--- src/design/rv_core_defines.svh ---
`ifndef RV_CORE_DEFINES_SVH
`define RV_CORE_DEFINES_SVH

// Datapath and register address widths
`define RV_XLEN 32
`define RV_REG_AW 5

// Word address widths of the two memories
`define RV_IMEM_AW 8
`define RV_DMEM_AW 8

// Host register map
`define RV_CTRL_ADDR 12'h400
`define RV_STATUS_ADDR 12'h404

`endif

--- src/design/rv_core_pkg.sv ---
package rv_core_pkg;

  // Major opcodes of the supported subset
  typedef enum logic [6:0] {
    OPC_OP     = 7'b0110011,
    OPC_OP_IMM = 7'b0010011,
    OPC_LUI    = 7'b0110111,
    OPC_LOAD   = 7'b0000011,
    OPC_STORE  = 7'b0100011,
    OPC_BRANCH = 7'b1100011,
    OPC_JAL    = 7'b1101111,
    OPC_SYSTEM = 7'b1110011
  } opcode_e;

  typedef enum logic [2:0] {
    ALU_ADD,
    ALU_SUB,
    ALU_AND,
    ALU_OR,
    ALU_XOR,
    ALU_SLT,
    ALU_PASS_B
  } alu_op_e;

  // Write-back source
  typedef enum logic [1:0] {
    RES_ALU,
    RES_MEM,
    RES_PC_PLUS4
  } result_src_e;

  typedef enum logic [1:0] {ST_IDLE, ST_RUN, ST_HALTED} core_state_e;

endpackage

--- src/design/decode_if.sv ---
`include "rv_core_defines.svh"

interface decode_if;
  import rv_core_pkg::*;

  logic                  reg_write;
  logic                  mem_write;
  logic                  alu_src_imm;
  alu_op_e               alu_op;
  result_src_e           result_src;
  logic                  branch;
  logic                  branch_ne;
  logic                  jump;
  logic                  halt;
  logic [`RV_XLEN-1:0]   imm;
  logic [`RV_REG_AW-1:0] rs1;
  logic [`RV_REG_AW-1:0] rs2;
  logic [`RV_REG_AW-1:0] rd;

  modport ctrl(output reg_write, mem_write, alu_src_imm, alu_op, result_src, branch,
               branch_ne, jump, halt, imm, rs1, rs2, rd);
  modport dp(input reg_write, mem_write, alu_src_imm, alu_op, result_src, branch,
             branch_ne, jump, halt, imm, rs1, rs2, rd);
endinterface

--- src/design/control_unit.sv ---
`include "rv_core_defines.svh"

module control_unit (
  input  logic                      clk,
  input  logic                      arst_n,
  input  logic [`RV_XLEN-1:0]       instr,
  input  logic                      start,
  input  logic                      halt_exec,
  decode_if.ctrl                    decode,
  output logic                      run,
  output rv_core_pkg::core_state_e  state,
  output logic                      halted
);
  import rv_core_pkg::*;

  core_state_e state_nxt;
  logic [2:0]  funct3;
  logic        funct7_b5;

  always_comb begin
    state_nxt = state;
    case (state)
      ST_IDLE, ST_HALTED: if (start) state_nxt = ST_RUN;
      ST_RUN:             if (halt_exec) state_nxt = ST_HALTED;
      default:            state_nxt = ST_IDLE;
    endcase
  end

  always_ff @(posedge clk or negedge arst_n) begin
    if (!arst_n) begin
      state <= ST_IDLE;
    end else begin
      state <= state_nxt;
    end
  end

  assign run    = (state == ST_RUN);
  assign halted = (state == ST_HALTED);

  assign funct3    = instr[14:12];
  assign funct7_b5 = instr[30];

  assign decode.rs1 = instr[19:15];
  assign decode.rs2 = instr[24:20];
  assign decode.rd  = instr[11:7];

  // Decoder and immediate generator
  // Unknown opcodes fall through as a no-op
  always_comb begin
    decode.reg_write   = 1'b0;
    decode.mem_write   = 1'b0;
    decode.alu_src_imm = 1'b0;
    decode.alu_op      = ALU_ADD;
    decode.result_src  = RES_ALU;
    decode.branch      = 1'b0;
    decode.branch_ne   = 1'b0;
    decode.jump        = 1'b0;
    decode.halt        = 1'b0;
    decode.imm         = {{20{instr[31]}}, instr[31:20]};
    case (opcode_e'(instr[6:0]))
      OPC_OP: begin
        decode.reg_write = 1'b1;
        case (funct3)
          3'b000:  decode.alu_op = funct7_b5 ? ALU_SUB : ALU_ADD;
          3'b010:  decode.alu_op = ALU_SLT;
          3'b100:  decode.alu_op = ALU_XOR;
          3'b110:  decode.alu_op = ALU_OR;
          3'b111:  decode.alu_op = ALU_AND;
          default: decode.reg_write = 1'b0;
        endcase
      end
      OPC_OP_IMM: begin
        // ADDI only
        decode.reg_write   = (funct3 == 3'b000);
        decode.alu_src_imm = 1'b1;
      end
      OPC_LUI: begin
        decode.reg_write   = 1'b1;
        decode.alu_src_imm = 1'b1;
        decode.alu_op      = ALU_PASS_B;
        decode.imm         = {instr[31:12], 12'b0};
      end
      OPC_LOAD: begin
        decode.reg_write   = (funct3 == 3'b010);
        decode.alu_src_imm = 1'b1;
        decode.result_src  = RES_MEM;
      end
      OPC_STORE: begin
        decode.mem_write   = (funct3 == 3'b010);
        decode.alu_src_imm = 1'b1;
        decode.imm         = {{20{instr[31]}}, instr[31:25], instr[11:7]};
      end
      OPC_BRANCH: begin
        decode.branch    = (funct3 == 3'b000) || (funct3 == 3'b001);
        decode.branch_ne = funct3[0];
        decode.imm       = {{19{instr[31]}}, instr[31], instr[7], instr[30:25],
                            instr[11:8], 1'b0};
      end
      OPC_JAL: begin
        decode.reg_write  = 1'b1;
        decode.jump       = 1'b1;
        decode.result_src = RES_PC_PLUS4;
        decode.imm        = {{11{instr[31]}}, instr[31], instr[19:12], instr[20],
                             instr[30:21], 1'b0};
      end
      OPC_SYSTEM: decode.halt = 1'b1;
      default: ;
    endcase
  end

endmodule

--- src/flat_wrapper.sv ---
// flat-port wrapper written by rule: the top's interface ports become plain ports
module control_unit_flat import rv_core_pkg::*;
  (clk, arst_n, instr, start, halt_exec, run, state, halted, decode_reg_write, decode_mem_write, decode_alu_src_imm, decode_alu_op, decode_result_src, decode_branch, decode_branch_ne, decode_jump, decode_halt, decode_imm, decode_rs1, decode_rs2, decode_rd);
  decode_if decode_i ();
  input  logic clk;
  input  logic arst_n;
  input  logic [`RV_XLEN-1:0] instr;
  input  logic start;
  input  logic halt_exec;
  output logic run;
  output rv_core_pkg::core_state_e state;
  output logic halted;
  output wire logic [$bits(decode_i.reg_write)-1:0] decode_reg_write;
  output wire logic [$bits(decode_i.mem_write)-1:0] decode_mem_write;
  output wire logic [$bits(decode_i.alu_src_imm)-1:0] decode_alu_src_imm;
  output wire logic [$bits(decode_i.alu_op)-1:0] decode_alu_op;
  output wire logic [$bits(decode_i.result_src)-1:0] decode_result_src;
  output wire logic [$bits(decode_i.branch)-1:0] decode_branch;
  output wire logic [$bits(decode_i.branch_ne)-1:0] decode_branch_ne;
  output wire logic [$bits(decode_i.jump)-1:0] decode_jump;
  output wire logic [$bits(decode_i.halt)-1:0] decode_halt;
  output wire logic [$bits(decode_i.imm)-1:0] decode_imm;
  output wire logic [$bits(decode_i.rs1)-1:0] decode_rs1;
  output wire logic [$bits(decode_i.rs2)-1:0] decode_rs2;
  output wire logic [$bits(decode_i.rd)-1:0] decode_rd;
  assign decode_reg_write = decode_i.reg_write;
  assign decode_mem_write = decode_i.mem_write;
  assign decode_alu_src_imm = decode_i.alu_src_imm;
  assign decode_alu_op = decode_i.alu_op;
  assign decode_result_src = decode_i.result_src;
  assign decode_branch = decode_i.branch;
  assign decode_branch_ne = decode_i.branch_ne;
  assign decode_jump = decode_i.jump;
  assign decode_halt = decode_i.halt;
  assign decode_imm = decode_i.imm;
  assign decode_rs1 = decode_i.rs1;
  assign decode_rs2 = decode_i.rs2;
  assign decode_rd = decode_i.rd;
  control_unit u_core (.clk(clk), .arst_n(arst_n), .instr(instr), .start(start), .halt_exec(halt_exec), .decode(decode_i), .run(run), .state(state), .halted(halted));
endmodule
--- config.mk ---
export PLATFORM = sky130hd
export DESIGN_NAME = control_unit_flat
export DESIGN_NICKNAME = d
export VERILOG_FILES = /design/src/design/rv_core_pkg.sv /design/src/design/decode_if.sv /design/src/design/control_unit.sv /design/src/flat_wrapper.sv
export VERILOG_INCLUDE_DIRS = /design/src /design/src/design
export SDC_FILE = /design/constraint.sdc
export NUM_CORES = 1
export LEC_CHECK = 0
export ABC_AREA = 1
export BUFFER_PORTS_ARGS = -buffer_cell sky130_fd_sc_hd__buf_2
export CORE_MARGIN = 10
export CORE_UTILIZATION = 40
export CTS_CLUSTER_SIZE = 14
export DETAILED_ROUTE_END_ITERATION = 16
export MAX_ROUTING_LAYER = met4
export PLACE_DENSITY = 0.85
export SYNTH_ARGS = -nofsm -noshare
export SYNTH_HDL_FRONTEND = slang
export SYNTH_SLANG_ARGS = --single-unit
--- constraint.sdc ---
create_clock -name clk -period 1.6 [get_ports clk]
set_input_delay 0.08 -clock clk [delete_from_list [all_inputs] [get_ports clk]]
set_output_delay 0.08 -clock clk [all_outputs]
set_load 0.05 [all_outputs]
==> results of run 1 <==
==> cells by family (layout without fill, tap and decap cells) <==
| family | Yosys count | in the layout | share of synthesized area (%) |
|---|---|---|---|
| AND/OR/NAND/NOR | 152 | 152 | 66.2 |
| buffers and inverters | 49 | 134 | 26.1 |
| AO/OA/AOI/OAI | 5 | 5 | 2.90 |
| flip-flops | 2 | 2 | 4.83 |
==> worst max-delay path, delay by kind of cell <==
family                 cells  cell delay (ps)
buffers and inverters      3              430
AND/OR/NAND/NOR            6              860
==> where the power goes <==
part	internal (uW)	switching (uW)	total, uW
clock network	82.5	26.1	109
registers	61.8	10.7	72.4
logic	145	491	636
==> how the worst max path moves through the flow <==
stage / slack (ps) / from / end
after floorplan: -80 / instr[1] / decode_alu_op[1]
after global placement: 130 / instr[3] / decode_imm[24]
after detailed placement: 90 / instr[3] / decode_imm[20]
after CTS: 80 / instr[3] / decode_imm[20]
after global routing: 6 / instr[3] / decode_imm[22]
final: 140 / instr[3] / decode_imm[26]
==> placed cells by master, fill, tap and decap left out, types with 2 or more instances in the layout <==
cell / n
nor2_4: 2
buf_4: 7
nand2_2: 2
inv_1: 23
nand2_4: 2
inv_2: 2
nand3_2: 2
nor2_1: 36
buf_2: 98
nand4_1: 6
dfrtp_1: 2
nor2_2: 4
nand2_1: 64
o21ai_0: 2
nand3_1: 29
clkbuf_4: 3
==> metal layers <==
metal / vias up / track usage, % / wire length, um
li1: 810 / - / -
met1: 669 / 15.6 / 1560
met2: 57 / 28.3 / 2080
met3: 6 / 3.77 / 328
met4: 0 / 4.52 / 57
met5: - / - / 0
==> area by class of cell <==
type                            instances  share of cell area (%)
Clock buffer                            3                    1.50
Inverter                               25                    6.24
Multi-Input combinational cell        157                    49.6
Sequential cell                         2                    3.33
Tap cell                               30                    2.50
Timing Repair Buffer                  106                    36.8
==> repair_timing <==
| item | in CTS | in global routing |
|---|---|---|
| endpoints found under the hold margin | 2 | 0 |
| setup endpoints to repair | 0 | 12 |
| gates resized for setup | 0 | 2 |
| hold buffers | 1 | 0 |
==> per-stage QoR <==
step                      std cells  hold slack, ps  setup WS [ps]  setup TNS (ps)  area, um^2
after floorplan                 208            -216          -82.3            -165        1050
after global placement          319            -135            128               0        1460
after detailed placement        319            -129           90.4               0        1460
after CTS                       323            52.4           81.4               0        1490
after global routing            323            75.9           5.53               0        1500
final                           323            64.2            143               0        1500
==> out/qor.csv, run 1 <==
stage,metric,value,unit
global_routing,initial antenna violation count,0,
setup_path,CP Launch Type,input pin,
setup_path,CP required,1520,ps
logic_synthesis,largest cells by area after synthesis,"nand2_1 (23%), buf_4 (14%), nand3_1 (14%), nor2_1 (14%), inv_1 (8.3%)",
clock_network,Clock Pin Slew Worst Setup and Hold Paths,30,ps
route,DRT antenna net count,0,
logic_synthesis,fraction of registers with async set/reset,100,%
logic_synthesis,Ys Warns,0,
sta,Max Slew Vio Count,0,
sta,Final setup violation count,0,
sta,Final Hold Viols,0,
sta,RSZ-0062 raised after global routing,false,
die,FP Rows,18,
die,core area,2480,um^2
logic_synthesis,"Top FF cell, synth",dfrtp_1,
route,Via Count,1542,
place,gpl congestion,0.841,
cells_and_area,Fillers,281,
logic_synthesis,syn_area_per_cell,4.98,um^2
power,VDD IR max,0.000682,V
power,Cell Pwr Density,544,nW/um^2
logic_synthesis,Synth Register Bits,2,
route,vias per cell,4.77,
global_routing,grt total ovfl,0,
setup_path,ordered list of cells on the worst path,buf_2 -> inv_1 -> nand2_1 -> nor2_2 -> nand3_1 -> nand2_1 -> nor2_1 -> nand2_1 -> buf_2,
job,total of max-cap violations,0,
clock_network,"Setup Fix Bufs, Post-CTS",0,
die,I/O pin total,99,
sta,final period utilization,91.1,%
clock_network,clock tree sinks,2,
clock_network,CTS tree,yes,
setup_path,Slowest cell on crit path,nand2_1,
clock_network,H-tree Lvls,1,
cells_and_area,biggest regs,u_core.state x2,
worst_hold_path,Worst Hold Launch,halt_exec,
setup_path,critical-path maximum fanout,11,
die,Die ar.,5030,um^2
route,drt total wl,4.02,mm
sta,highest clock rate,686,MHz
sta,skew final,2.06,ps
logic_synthesis,post-synthesis sequential area ratio,4.83,%
cells_and_area,Storage cell area,50.0,um^2
power,Leakage,0.00105,uW
cells_and_area,share of layout cells above drive strength 1,43.0,%
setup_path,reg-to-reg startpoint,u_core.state[1],
status,status,finished clean,
logic_synthesis,Post-Synthesis Cells,208,
logic_synthesis,count of cell types in the netlist,23,
route,Iter 0 DRT Violations,170,
cells_and_area,Top reg by flops,u_core.state,
cells_and_area,multi-input combinational cell area,746,um^2
power,Total Power,817,uW
place,post-DP HPWL,3.46,mm
logic_synthesis,leading area contributor after synthesis,nand2_1,
logic_synthesis,top-count cell post-synth,nand2_1,
clock_network,Root Buffer,clkbuf_4,
clock_network,Num CTS Buffers,3,
global_routing,vias in the first global route,1457,
logic_synthesis,"EDFF count, synth",0,
setup_path,Critical R2R Capture,u_core.state[1],
setup_path,CP max stage delay,290,ps
cells_and_area,Nets,331,
setup_path,critical path class,in2out,
setup_path,worst reg-to-reg path cell count,3,
cells_and_area,max reg flops,2,
route,DRC viols,0,
worst_hold_path,HP Class,in2reg,
logic_synthesis,top post-synthesis cells by count,"nand2_1 (64), nor2_1 (38), nand3_1 (30), inv_1 (23), buf_4 (20)",
worst_hold_path,Hold Path Depth,2,
setup_path,"setup slack, reg-to-reg",770,ps
die,Die Y,70.9,um
clock_network,Longest Clk Path Bufs,2,
global_routing,first-pass GRT wire length,6.52,mm
cells_and_area,Final Util,60.7,%
setup_path,CP endpoint kind,output port,
route,first-pass detailed-route iteration total,4,
worst_hold_path,Worst Hold End,u_core.state[0],
global_routing,gr usage total,15.4,%
die,Initial Util,41.8,%
logic_synthesis,Post-Syn Area,1040,um^2
setup_path,CP arrival,1380,ps
setup_path,crit-path most repeated cell,nand2_1,
logic_synthesis,post-synth top area share,23.2,%
sta,Worst Tran Pin Value,345,ps
route,routed len/inst,12.5,um
sta,Tmin final,1460,ps
sta,Max-slew headroom,77.0,%
die,Chip Width,70.9,um
cells_and_area,Layout area overhead,45.0,%
place,port bufs,98,
cells_and_area,ANT cells,0,
global_routing,pin count of the biggest net entering global routing,14,
clock_network,Clock Latency Late Sink,220,ps
logic_synthesis,syn_nets,244,
(Power assumes the default switching activity.)
==> run 2: changes to the inputs <==
CORE_ASPECT_RATIO = 1.1   (was default)
CORE_MARGIN = default   (was 10)
CTS_CLUSTER_DIAMETER = 40   (was default)
==> out/qor.csv, run 2 (same netlist as run 1, synthesis figures left out) <==
stage,metric,value,unit,change
setup_path,CP arrival,1330,ps,was 1380 ps
route,first-pass detailed-route iteration total,4,,unchanged
die,Chip Width,50.5,um,was 70.9 um
setup_path,Slowest cell on crit path,nand4_2,,was nand2_1
worst_hold_path,HP Class,in2reg,,unchanged
place,DP Area,1470,um^2,was 1460 um^2
setup_path,worst path bufs/invs,2,,was 3
global_routing,grt total ovfl,0,,unchanged
global_routing,initial antenna violation count,0,,unchanged
global_routing,first-pass GRT wire length,5.02,mm,was 6.52 mm
route,routed wl met3,149,um,was 328 um
clock_network,Longest Clk Path Bufs,2,,unchanged
sta,Final setup violation count,0,,unchanged
place,worst slack at placement,135,ps,was 90.4 ps
place,port bufs,98,,unchanged
power,VDD IR max,0.000849,V,was 0.000682 V
cells_and_area,most frequent cells in the layout,"buf_2 (98), nand2_1 (63), nor2_1 (36)",,"was buf_2 (98), nand2_1 (64), nor2_1 (36)"
cells_and_area,share of layout cells above drive strength 1,43.4,%,was 43.0%
global_routing,gr usage total,22.1,%,was 15.4%
sta,Final Hold Viols,0,,unchanged
die,Die ar.,2800,um^2,was 5030 um^2
setup_path,CP endpoint kind,output port,,unchanged
route,Iter 0 DRT Violations,32,,was 170
clock_network,CTS tree,yes,,unchanged
clock_network,"Setup Fix Bufs, Post-CTS",0,,unchanged
clock_network,Clock Pin Slew Worst Setup and Hold Paths,30,ps,about the same
cells_and_area,biggest regs,u_core.state x2,,unchanged
route,drt total wl,3.09,mm,was 4.02 mm
clock_network,clock tree sinks,2,,unchanged
route,vias per cell,4.74,,was 4.77
die,core area,2340,um^2,was 2480 um^2
cells_and_area,Top reg by flops,u_core.state,,unchanged
cells_and_area,multi-input combinational cell area,734,um^2,was 746 um^2
route,DR WL met2,1.61,mm,was 2.08 mm
sta,final setup margin,187,ps,was 143 ps
power,Sw Share,64.1,%,was 64.6%
sta,Worst Tran Pin Value,297,ps,was 345 ps
die,Die Y,55.4,um,was 70.9 um
die,FP Rows,18,,unchanged
cells_and_area,Storage cell area,50.0,um^2,unchanged
sta,skew final,5.25,ps,was 2.06 ps
power,Flop pwr share,9.0,%,was 8.9%
cells_and_area,Nets,333,,was 331
setup_path,critical path class,in2out,,unchanged
sta,Max Slew Vio Count,0,,unchanged
setup_path,CP max stage delay,290,ps,about the same
setup_path,CP required,1520,ps,about the same
power,Clk pwr share,13.3,%,about the same
clock_network,H-tree Lvls,1,,unchanged
clock_network,Num CTS Buffers,3,,unchanged
route,Via Count,1542,,unchanged
sta,Tmin final,1410,ps,was 1460 ps
clock_network,Root Buffer,clkbuf_4,,unchanged
cells_and_area,max reg flops,2,,unchanged
power,internal power,288,uW,was 289 uW
place,gpl congestion,0.830,,was 0.841
power,Logic pwr share,77.7,%,was 77.8%
power,Cell Pwr Density,533,nW/um^2,was 544 nW/um^2
global_routing,vias in the first global route,1266,,"was 1,457"
sta,RSZ-0062 raised after global routing,false,,unchanged
setup_path,ordered list of cells on the worst path,buf_2 -> nand2_1 -> nor2_1 -> nand2_2 -> nand4_2 -> nand2_1 -> buf_2,,was buf_2 -> inv_1 -> nand2_1 -> nor2_2 -> nand3_1 -> nand2_1 -> nor2_1 -> nand2_1 -> buf_2
cells_and_area,Fillers,258,,was 281
clock_network,Clock Latency Late Sink,220,ps,about the same
cells_and_area,cell area after layout,1510,um^2,was 1500 um^2
route,routed metal-1 wire length,1.32,mm,was 1.56 mm
route,DRT antenna net count,0,,unchanged
status,status,finished clean,,unchanged
job,total of max-cap violations,0,,unchanged
sta,Max-slew headroom,80.2,%,was 77.0%
sta,highest clock rate,708,MHz,was 686 MHz
power,Leakage,0.00106,uW,was 0.00105 uW
route,routed len/inst,9.50,um,was 12.5 um
cells_and_area,ANT cells,0,,unchanged
route,DRC viols,0,,unchanged
global_routing,pin count of the biggest net entering global routing,14,,unchanged
place,post-DP HPWL,2.54,mm,was 3.46 mm
setup_path,CP Launch Type,input pin,,unchanged
setup_path,Worst path top cell family by delay,simple AND/OR/NAND/NOR gates,,unchanged
sta,final period utilization,88.3,%,was 91.1%
route,highest metal used,met4,,unchanged
power,Psw,515,uW,was 528 uW
die,I/O pin total,99,,unchanged
die,Initial Util,44.2,%,was 41.8%
setup_path,critical-path maximum fanout,12,,was 11
cells_and_area,Layout area overhead,45.4,%,was 45.0%
cells_and_area,"commonest non-fill, non-tap cell in the layout",buf_2,,unchanged
## run 2: power groups by stage
stage               logic [uW]  clock network (uW)  registers (uW)
floorplan                  448                   0             110
global placement           620                   0            72.3
detailed placement         623                   0            72.8
CTS                        626                 112            72.7
global route               658                 114            74.6
finish                     624                 107            72.6
## run 2: layout make-up
| cell class | instances | share of cell area [%] |
|---|---|---|
| Sequential cell | 2 | 3.32 |
| Inverter | 25 | 6.23 |
| Tap cell | 30 | 2.49 |
| Clock buffer | 3 | 1.50 |
| Timing Repair Buffer | 108 | 37.7 |
| Multi-Input combinational cell | 157 | 48.8 |
## run 2: timing repair
| action | 4_1_cts | 5_1_grt |
|---|---|---|
| hold buffers | 1 | 0 |
| setup endpoints to repair | 0 | 2 |
| endpoints found under the hold margin | 2 | 0 |
| gates resized for setup | 0 | 1 |
## run 2: worst reg2reg max path, delay by kind of cell (launching register included)
family / cells / cell delay (ps)
AO/OA/AOI/OAI: 1 / 190
buffers and inverters: 1 / 80
flip-flops: 1 / 400
AND/OR/NAND/NOR: 1 / 40
## run 2: per-layer routing
layer | vias up | track usage, %
met5 | - | -
met3 | 2 | 0
met4 | 0 | 3.97
met2 | 61 | 41.0
met1 | 667 | 26.6
li1 | 812 | -
## run 2: through the flow
step                      std cells  utilization, %  setup TNS, ps  hold slack [ps]  total power [uW]
final                           325            64.3              0             78.8               804
after global routing            325            64.3              0             96.2               846
after CTS                       325            64.2              0             61.9               811
after detailed placement        321            62.8              0             -135               695
after global placement          321            62.8              0             -135               692
after floorplan                 208               -           -165             -216               558
## run 2: final timing paths
| kind | cells past startpoint | start | slack [ps] | to |
|---|---|---|---|---|
| worst min-delay path | 2 | halt_exec | 80 | u_core.state[0] |
| max in group asynchronous | 2 | arst_n | 1310 | u_core.state[0] |
| min in group asynchronous | 2 | arst_n | 190 | u_core.state[1] |
| worst max-delay path | 7 | instr[0] | 190 | decode_imm[11] |
| worst min register to register | 1 | u_core.state[0] | 550 | u_core.state[0] |
| worst max register to register | 3 | u_core.state[0] | 780 | u_core.state[1] |
